### src/source/uart_consts.svh
`ifndef UART_CONSTS_SVH
`define UART_CONSTS_SVH

// system clock in Hz, a 20 ns period
`define UART_CLOCK_FREQUENCY 50000000

// line rate in bits per second
// kept high so that a frame takes only a hundred clock cycles
`define UART_BAUD_RATE 5000000

// number of clock cycles that one bit stays on the line
`define UART_CYCLES_PER_BIT (`UART_CLOCK_FREQUENCY / `UART_BAUD_RATE)

// width of the transmit and receive baud counters
// must hold UART_CYCLES_PER_BIT - 1
`define UART_BAUD_COUNT_WIDTH 16

`endif
### src/source/uart_line_pkg.sv
package uart_line_pkg;

  // receiver FSM
  // RX_HOLD keeps the interrupt up and ignores the line
  typedef enum logic [2:0] {
    RX_IDLE,
    RX_START,
    RX_DATA,
    RX_STOP,
    RX_HOLD
  } receiver_state;

  // counts bits of a frame, up to ten
  typedef logic [3:0] bit_count;

  // one 8N1 frame as it is shifted out, bit 0 first
  // {stop bit, data byte, start bit}
  typedef logic [9:0] frame_bits;

endpackage

### src/source/uart_bus_pkg.sv
package uart_bus_pkg;

  // word addresses seen on rw_address
  typedef enum logic [4:0] {
    REG_TX_STATUS = 5'h00,
    REG_RX_DATA   = 5'h04
  } register_address;

  // the read word is decoded either as the transmitter status
  // or as the last received byte, depending on the address
  typedef union packed {
    struct packed {
      logic [30:0] pad;
      logic        tx_ready;
    } status;
    struct packed {
      logic [23:0] pad;
      logic [7:0]  rx_byte;
    } rx;
  } read_word;

endpackage

### src/source/uart_peripheral.sv
module uart_peripheral (
  input  logic        clock,
  input  logic        reset_internal,
  input  logic [4:0]  rw_address,
  output logic [31:0] read_data,
  input  logic        read_request,
  output logic        read_response,
  input  logic [7:0]  write_data,
  input  logic        write_request,
  output logic        write_response,
  input  logic        uart_rx,
  output logic        uart_tx,
  output logic        uart_irq,
  input  logic        uart_irq_response
);

  logic       tx_start;
  logic [7:0] tx_byte;
  logic       tx_ready;
  logic [7:0] rx_byte;

  uart_bus_interface bus_interface (
    .clock          (clock),
    .reset_internal (reset_internal),
    .rw_address     (rw_address),
    .read_request   (read_request),
    .write_request  (write_request),
    .write_data     (write_data),
    .read_data      (read_data),
    .read_response  (read_response),
    .write_response (write_response),
    .tx_ready       (tx_ready),
    .rx_byte        (rx_byte),
    .tx_start       (tx_start),
    .tx_byte        (tx_byte)
  );

  uart_transmitter transmitter (
    .clock          (clock),
    .reset_internal (reset_internal),
    .tx_start       (tx_start),
    .tx_byte        (tx_byte),
    .tx_ready       (tx_ready),
    .uart_tx        (uart_tx)
  );

  // the interrupt pair goes straight to the top level ports
  uart_receiver receiver (
    .clock             (clock),
    .reset_internal    (reset_internal),
    .uart_rx           (uart_rx),
    .uart_irq_response (uart_irq_response),
    .rx_byte           (rx_byte),
    .uart_irq          (uart_irq)
  );

endmodule

### src/source/uart_bus_interface.sv
module uart_bus_interface (
  input  logic        clock,
  input  logic        reset_internal,
  input  logic [4:0]  rw_address,
  input  logic        read_request,
  input  logic        write_request,
  input  logic [7:0]  write_data,
  output logic [31:0] read_data,
  output logic        read_response,
  output logic        write_response,
  input  logic        tx_ready,
  input  logic [7:0]  rx_byte,
  output logic        tx_start,
  output logic [7:0]  tx_byte
);

  uart_bus_pkg::read_word read_word_next;
  logic tx_free;
  logic tx_accept;

  // while tx_start is out the transmitter has not yet seen it,
  // so the byte in flight already counts as busy
  assign tx_free = tx_ready && !tx_start;

  assign tx_accept = write_request && tx_free &&
                     (rw_address == uart_bus_pkg::REG_TX_STATUS);

  // one cycle strobe, the byte travels with it
  always_ff @(posedge clock) begin
    if (reset_internal) begin
      tx_start <= 1'b0;
    end else begin
      tx_start <= tx_accept;
    end
  end

  always_ff @(posedge clock) begin
    if (tx_accept) begin
      tx_byte <= write_data;
    end
  end

  // unmapped addresses and idle cycles read as zero
  always_comb begin
    read_word_next = '0;
    if (read_request) begin
      case (rw_address)
        uart_bus_pkg::REG_TX_STATUS: begin
          read_word_next.status.tx_ready = tx_free;
        end
        uart_bus_pkg::REG_RX_DATA: begin
          read_word_next.rx.rx_byte = rx_byte;
        end
        default: begin
          read_word_next = '0;
        end
      endcase
    end
  end

  always_ff @(posedge clock) begin
    if (reset_internal) begin
      read_data <= '0;
    end else begin
      read_data <= read_word_next;
    end
  end

  // every request is answered one cycle later, mapped or not
  always_ff @(posedge clock) begin
    if (reset_internal) begin
      read_response  <= 1'b0;
      write_response <= 1'b0;
    end else begin
      read_response  <= read_request;
      write_response <= write_request;
    end
  end

  assert property (@(posedge clock) disable iff (reset_internal)
    read_response == $past(read_request))
    else $error("read_response is not read_request delayed by one cycle");

endmodule

### src/source/uart_receiver.sv
`include "uart_consts.svh"

module uart_receiver (
  input  logic       clock,
  input  logic       reset_internal,
  input  logic       uart_rx,
  input  logic       uart_irq_response,
  output logic [7:0] rx_byte,
  output logic       uart_irq
);

  uart_line_pkg::receiver_state rx_state;
  uart_line_pkg::bit_count      rx_bit_index;
  logic [`UART_BAUD_COUNT_WIDTH-1:0] rx_baud_count;
  logic [7:0] rx_shift;
  logic rx_half_bit;
  logic rx_full_bit;

  // the first low sample counts as cycle zero of the start bit
  assign rx_half_bit =
    (rx_baud_count == `UART_BAUD_COUNT_WIDTH'(`UART_CYCLES_PER_BIT / 2 - 1));
  assign rx_full_bit =
    (rx_baud_count == `UART_BAUD_COUNT_WIDTH'(`UART_CYCLES_PER_BIT - 1));

  always_ff @(posedge clock) begin
    if (reset_internal) begin
      rx_state      <= uart_line_pkg::RX_IDLE;
      rx_bit_index  <= '0;
      rx_baud_count <= '0;
      rx_byte       <= '0;
    end else begin
      case (rx_state)
        uart_line_pkg::RX_IDLE: begin
          rx_baud_count <= '0;
          if (!uart_rx) begin
            rx_state <= uart_line_pkg::RX_START;
          end
        end
        uart_line_pkg::RX_START: begin
          // a glitch shorter than half a bit is not a start bit
          if (uart_rx) begin
            rx_state <= uart_line_pkg::RX_IDLE;
          end else if (rx_half_bit) begin
            rx_state      <= uart_line_pkg::RX_DATA;
            rx_baud_count <= '0;
            rx_bit_index  <= '0;
          end else begin
            rx_baud_count <= rx_baud_count + 1'b1;
          end
        end
        uart_line_pkg::RX_DATA: begin
          if (rx_full_bit) begin
            rx_baud_count <= '0;
            rx_bit_index  <= rx_bit_index + 4'd1;
            if (rx_bit_index == 4'd7) begin
              rx_state <= uart_line_pkg::RX_STOP;
            end
          end else begin
            rx_baud_count <= rx_baud_count + 1'b1;
          end
        end
        uart_line_pkg::RX_STOP: begin
          // the stop bit is waited out but its level is not checked
          if (rx_full_bit) begin
            rx_state      <= uart_line_pkg::RX_HOLD;
            rx_baud_count <= '0;
            rx_byte       <= rx_shift;
          end else begin
            rx_baud_count <= rx_baud_count + 1'b1;
          end
        end
        uart_line_pkg::RX_HOLD: begin
          if (uart_irq_response) begin
            rx_state <= uart_line_pkg::RX_IDLE;
          end
        end
        default: begin
          rx_state <= uart_line_pkg::RX_IDLE;
        end
      endcase
    end
  end

  // data arrives least significant bit first
  always_ff @(posedge clock) begin
    if (rx_state == uart_line_pkg::RX_DATA && rx_full_bit) begin
      rx_shift <= {uart_rx, rx_shift[7:1]};
    end
  end

  assign uart_irq = (rx_state == uart_line_pkg::RX_HOLD);

  // the interrupt is only cleared by the bus master
  assert property (@(posedge clock) disable iff (reset_internal)
    $fell(uart_irq) |-> $past(uart_irq_response))
    else $error("uart_irq dropped without uart_irq_response");

  // a new byte is always announced by a rising interrupt
  assert property (@(posedge clock) disable iff (reset_internal)
    !$stable(rx_byte) |-> $rose(uart_irq))
    else $error("rx_byte changed without a new interrupt");

endmodule

### src/source/uart_transmitter.sv
`include "uart_consts.svh"

module uart_transmitter (
  input  logic       clock,
  input  logic       reset_internal,
  input  logic       tx_start,
  input  logic [7:0] tx_byte,
  output logic       tx_ready,
  output logic       uart_tx
);

  uart_line_pkg::frame_bits tx_shift;
  uart_line_pkg::bit_count  tx_bits_left;
  logic [`UART_BAUD_COUNT_WIDTH-1:0] tx_baud_count;
  logic tx_bit_done;

  assign tx_bit_done =
    (tx_baud_count == `UART_BAUD_COUNT_WIDTH'(`UART_CYCLES_PER_BIT - 1));

  // the shift register idles at all ones, so the line rests high
  // between frames and after reset
  always_ff @(posedge clock) begin
    if (reset_internal) begin
      tx_shift      <= '1;
      tx_bits_left  <= '0;
      tx_baud_count <= '0;
    end else if (tx_start) begin
      tx_shift      <= {1'b1, tx_byte, 1'b0};
      tx_bits_left  <= 4'd10;
      tx_baud_count <= '0;
    end else if (tx_bits_left != '0) begin
      if (tx_bit_done) begin
        tx_shift      <= {1'b1, tx_shift[9:1]};
        tx_bits_left  <= tx_bits_left - 4'd1;
        tx_baud_count <= '0;
      end else begin
        tx_baud_count <= tx_baud_count + 1'b1;
      end
    end
  end

  assign uart_tx = tx_shift[0];

  // ready again once the last stop bit period has run out
  assign tx_ready = (tx_bits_left == '0);

  // the bus side must hold off a new byte until the frame is done
  assert property (@(posedge clock) disable iff (reset_internal)
    !(tx_start && !tx_ready))
    else $error("tx_start raised while a frame is still being sent");

endmodule

### config.mk
export PLATFORM = sky130hd
export DESIGN_NAME = uart_peripheral
export DESIGN_NICKNAME = d
export VERILOG_FILES = /design/src/source/uart_line_pkg.sv /design/src/source/uart_bus_pkg.sv /design/src/source/uart_peripheral.sv /design/src/source/uart_bus_interface.sv /design/src/source/uart_receiver.sv /design/src/source/uart_transmitter.sv
export VERILOG_INCLUDE_DIRS = /design/src /design/src/source
export SDC_FILE = /design/constraint.sdc
export NUM_CORES = 1
export LEC_CHECK = 0
export BUFFER_PORTS_ARGS = -buffer_cell sky130_fd_sc_hd__buf_2
export CORE_ASPECT_RATIO = 1.2
export CORE_MARGIN = 4
export CORE_UTILIZATION = 55
export DETAILED_ROUTE_END_ITERATION = 8
export HOLD_SLACK_MARGIN = 0.03
export PLACE_DENSITY = 0.77
export SLEW_MARGIN = 15
export SYNTH_ARGS = -nofsm -noshare
export SYNTH_HDL_FRONTEND = slang
export SYNTH_SLANG_ARGS = --single-unit
export TNS_END_PERCENT = 5
### constraint.sdc
create_clock -name clock -period 3.25 [get_ports clock]
set_clock_uncertainty 0.15 [all_clocks]
set_input_delay 0.4875 -clock clock [delete_from_list [all_inputs] [get_ports clock]]
set_output_delay 0.4875 -clock clock [all_outputs]
set_load 0.01 [all_outputs]
# Word level (Yosys, flattened, before mapping)

Index checks and enable logic that the tools add are counted.

Add/sub/neg operators: 4
Equal/unequal tests: 17
Multiplexer cells: 24
Bitwise gates (word level): 2
Reduce and logical (&&, ||, !) cells: 23

Operators by type and width:

| kind                    | count |
|---|---|
| $mux W16                | 4 |
| $pmux W16 S3            | 1 |
| $add A16 B1 Y16 const B | 2 |
| $eq A16 B4 Y1 const B   | 2 |
| $mux W9                 | 3 |
| $mux W4                 | 6 |
| $mux W3                 | 7 |
| $eq A16 B3 Y1 const B   | 1 |
| $pmux W3 S5             | 1 |
| $ne A2 B1 Y1 const B    | 5 |
| $pmux W4 S2             | 1 |
| $reduce_and A2 Y1       | 4 |
| $eq A3 B2 Y1 const B    | 2 |
| $reduce_and A6 Y1       | 1 |
| $reduce_bool A2 Y1      | 3 |
| $reduce_or A2 Y1        | 3 |
| $eq A5 B3 Y1 const B    | 1 |
| $logic_not A5 Y1        | 1 |
| $add A4 B1 Y4 const B   | 1 |
| $eq A4 B3 Y1 const B    | 1 |
| $logic_and A1 B1 Y1     | 4 |
| $logic_not A4 Y1        | 1 |
| $ne A2 B2 Y1 const B    | 2 |
| $reduce_and A4 Y1       | 1 |
| 11 further kinds        | 12 |

Register bits: 111
Input bits: 19
Output and inout bits: 36
Logic and storage cells: 86

# Depth between registers and ports, before layout

Depth after elaboration: 4
Mapped depth: 10
Depth with buffers taken out: 7

# Hierarchy

Synthesis repeated with hierarchy kept, for this count alone.

Cells, all modules: 425
Area, all modules: 4085.2 sq um

By module, submodules not included:

| module             | instances | cells each | area each (sq um) | seq. area each (sq um) |
|---|---|---|---|---|
| uart_receiver      | 1         | 190        | 1815.5            | 860.8 |
| uart_transmitter   | 1         | 164        | 1472.7            | 580.6 |
| uart_bus_interface | 1         | 71         | 797.0             | 460.4 |

# Worst setup path after synthesis

No wires, ideal clock.

Kind: register to register
From: register transmitter.tx_bits_left[0]
To: register bus_interface.tx_byte[0], enable pin
Library setup time: 0.332 ns
Data arrival time: 1.740 ns
Data required time: 2.768 ns
Slack: 1.028 ns
Stages on the path, launching flop included: 7
Path through: dfxtp_1 inv_1 ha_1 or3b_1 clkbuf_1 nor4b_1 and2_1

Longest elaborated chain between the ends: 4

RTL lines:

| what                              | line                     | source |
|---|---|---|
| from (decl)                       | uart_transmitter.sv:13   | `uart_line_pkg::bit_count tx_bits_left;` |
| from (signal assigned)            | uart_transmitter.sv:34   | `tx_bits_left <= tx_bits_left - 4'd1;` |
| $logic_not A4 Y1                  | uart_transmitter.sv:45   | `assign tx_ready = (tx_bits_left == '0);` |
| $logic_and A1 B1 Y1               | uart_bus_interface.sv:23 | `assign tx_free = tx_ready && !tx_start;` |
| $logic_and A1 B1 Y1 (2 in series) | uart_bus_interface.sv:25 | `assign tx_accept = write_request && tx_free &&` |
| named net bus_interface.tx_accept | uart_bus_interface.sv:19 | `logic tx_accept;` |
| to (signal assigned)              | uart_bus_interface.sv:39 | `tx_byte <= write_data;` |
| to (decl)                         | uart_bus_interface.sv:14 | `output logic [7:0] tx_byte` |

The timed path passes the listed nets, and every way through them passes these cells.
A chain may end at the register's enable or synchronous reset.

# Worst setup path in the final report

From: register receiver.rx_baud_count[8]
To: register receiver.rx_byte[3]

Longest elaborated chain between the ends: 2

RTL lines:

| what                        | line                | source |
|---|---|---|
| from (decl)                 | uart_receiver.sv:14 | `` logic [`UART_BAUD_COUNT_WIDTH-1:0] rx_baud_count; `` |
| from (signal assigned)      | uart_receiver.sv:48 | `rx_baud_count <= rx_baud_count + 1'b1;` |
| from (signal assigned)      | uart_receiver.sv:59 | `rx_baud_count <= rx_baud_count + 1'b1;` |
| from (signal assigned)      | uart_receiver.sv:69 | `rx_baud_count <= rx_baud_count + 1'b1;` |
| $eq A16 B4 Y1               | uart_receiver.sv:23 | `` (rx_baud_count == `UART_BAUD_COUNT_WIDTH'(`UART_CYCLES_PER_BIT - 1)); `` |
| $reduce_and A2 Y1 (no line) | -                   |  |
| to (signal assigned)        | uart_receiver.sv:67 | `rx_byte <= rx_shift;` |
| to (decl)                   | uart_receiver.sv:8  | `output logic [7:0] rx_byte,` |

Every way passes these cells.

==> results.md <==
- Largest net degree at the start of global routing: 39
- Place WS: roughly 0.75 ns
- Diode count: 0
- H-tree levels: 3
- Total GRT Usage: between 10% and 20%
- Register area share after synthesis: 48.3%
- First-pass GRT wire length: between 10,000 and 15,000 um
- Setup CP Type: register to register
- Die height: a little over 100 um
- Starting DRT DRC Count: 106
- Final setup violating endpoints: 0
- CTS Buf Count: 9
- Clk slew on worst S/H paths: 0.09 ns
- Lkg Pwr: roughly 1.6 nW
- Setup TNS: 0 ns
- Pre-antenna DRT Iters: 5
- Vias: 2,768
- Vias in the first global route: between 2,000 and 3,000
- Most frequent cells in the layout: 71 x dfxtp_1, 47 x nor2_1, 30 x buf_2, 24 x conb_1
- Grt met2 use: 27.8%
- PortBufs: 30
- Grt total ovfl: 0
- Slowest-stage cell, CP: or4_4
- Drt via density: about 5.3
- Synth Instances: 401
- Area grow syn2layout: 8.08%
- Pwr/cell area: 454 nW/um2
- Final Hold Violating Endpoints: 0
- Avg Cell Area, Syn: 9.81 um2
- Setup ws final: ~0.76 ns
- Busiest grt layer: met2
- Slew HR: 47.2%
- CP Launch Type: register
- Number of flops mapped to enable cells by yosys: 16
- GP Congestion: 0.812
- Fin. max-slew vios: 0
- Core Area: 6900 um2
- Synth unique cells: 54
- Primary FF master, synth: dfxtp_1
- Maxcap violations: 0
- Max incr delay on CP: about 0.6 ns
- Drt wl/cell: 13.1 um
- Commonest non-fill, non-tap cell in the layout: dfxtp_1
- # DRC: 0
- Synth warn: 0
- Synth Register Bits: 87
- Met1 usage: around 21%
- Met3 Use GR: 3.92%
- Hold crit path type: input pin to register
- Worst VDD drop: 278 uV
- Final ANT Viol Nets: 0
- Final period demand of the worst path: 2.49 ns
- Post-DP HPWL: 4820 um
- Clock root cell: clkbuf_8
- Endpoint type of the worst setup path: register
- CTS tree: done
- Clk Latency, worst-skew pair: 0.35 ns
- Fillers: between 500 and 600
- PostCTS Resize Cnt: 0
- Layout cells sized above 1: 14.3%
- Worst-path cell chain: or4_4 > nor4_1 > nand3_1 > mux2i_1 > nor2_1
- Routed wire length: 6840 um
- Initial Utilization: 57.0%
- Row cnt: 33
- IO Count: 55
- Die width: 85.2 um
- Ys async rst share: 0%
- Post-CTS Setup Inserts: 0
- Hold Buf Count CTS: 0
- Critical path arrival: 2.56 ns
- Final Cycle Share: ~77%
- TritonCTS Sinks: 87
- RSZ-0062 raised after global routing: false
- Crit Path Max Fanout: 9
- Run status: finished, final reports clean
- CTS max path bufs: 2
- Die Outline Area: 8570 um2
- Post-Syn Area: 3930 um2
- Antenna violations before repair: 0
- Final nets: 455
- Critical Path RT: ~3.3 ns
- Measured slew at the worst slew-check pin: 0.785 ns
- Max frequency: 0.402 GHz
==> synthesized netlist by cell type (3+ instances only) <==
cell type	count	area, um2
a31oi_1	3	18.8
or4_4	3	33.8
edfxtp_1	16	480
dfxtp_1	71	1420
and3_1	5	31.3
nor2b_1	4	25.0
nor4_1	7	43.8
inv_1	5	18.8
nand2b_1	5	31.3
and2_1	10	62.6
buf_2	4	20.0
mux2i_1	16	160
a21oi_1	20	100
nand2_1	22	82.6
nand3_1	13	65.1
xnor2_1	15	131
nand4_1	9	56.3
o21ai_0	3	15.0
clkbuf_1	12	45.0
ha_1	8	100
xor2_1	13	114
and4_1	4	35.0
nand3b_1	6	45.0
buf_4	24	180
nor3_1	22	110
nor2_1	47	176
nor4b_1	3	26.3
==> sequential cells by signal, indices dropped and copies added (netlist names), 4 cells and up <==
signal                     flops
bus_interface.read_data        8
bus_interface.tx_byte          8
receiver.rx_baud_count        16
receiver.rx_bit_index          4
receiver.rx_byte               8
receiver.rx_shift              8
transmitter.tx_baud_count     16
transmitter.tx_bits_left       4
transmitter.tx_shift           9
==> cell families after synthesis <==
group | count (synthesis) | synth area share, %
buffers and inverters | 46 | 6.81
adders and majority gates | 8 | 2.54
xor gates and xnor gates | 28 | 6.23
and+or+nand+nor | 176 | 25.3
AOI/OAI and AO/OA | 38 | 6.30
DFF | 87 | 48.3
muxes | 17 | 4.36
other | 1 | 0.0953
==> stage by stage <==
stage	instance area [um2]	power (mW)	utilization (%)	hold WS, ns	cells
6_report	4250	1.93	61.7	0.163	520
5_1_grt	4250	2.01	61.7	0.145	520
4_1_cts	4250	1.95	61.7	0.146	520
3_5_place_dp	4060	1.21	58.8	0.288	504
3_3_place_gp	4060	1.21	58.8	0.289	504
2_1_floorplan	4020	1.21	-	0.276	424
==> layer usage <==
metal	wire length (um)	up-vias
met5	0	-
met1	3050	1297
li1	-	1415
met4	78	0
met3	288	7
met2	3420	49
==> final timing paths <==
kind,startpoint,to,slack [ns],depth (start not counted)
setup / recovery,receiver.rx_baud_count[8],receiver.rx_byte[3],0.76,5
hold reg to reg,receiver.rx_byte[5],bus_interface.read_data[5],0.31,1
hold / removal,write_data[2],bus_interface.tx_byte[2],0.16,1
setup reg to reg,receiver.rx_baud_count[8],receiver.rx_byte[3],0.76,5
==> report_power, final <==
group          total [mW]  switching, mW  internal (mW)  leakage, nW
Sequential           1.11        0.00736           1.10        0.717
Combinational      0.0823         0.0557         0.0266        0.818
Clock               0.740          0.385          0.355       0.0916
Total                1.93          0.448           1.48         1.63
==> worst max-delay path, delay by kind of cell, from the launching register on <==
kind             cells  cell delay (ns)
flip-flops           1             0.37
multiplexers         1             0.30
AND/OR/NAND/NOR      4             1.53
==> layout make-up <==
| type | count | area [um2] | area share (%) |
|---|---|---|---|
| Clock buffer | 9 | 124 | 2.91 |
| Clock inverter | 7 | 71.3 | 1.68 |
| Inverter | 6 | 22.5 | 0.530 |
| Multi-Input combinational cell | 291 | 1850 | 43.5 |
| Sequential cell | 87 | 1900 | 44.7 |
| Tap cell | 87 | 109 | 2.56 |
| Timing Repair Buffer | 33 | 173 | 4.06 |
(Power assumes the default switching activity.)
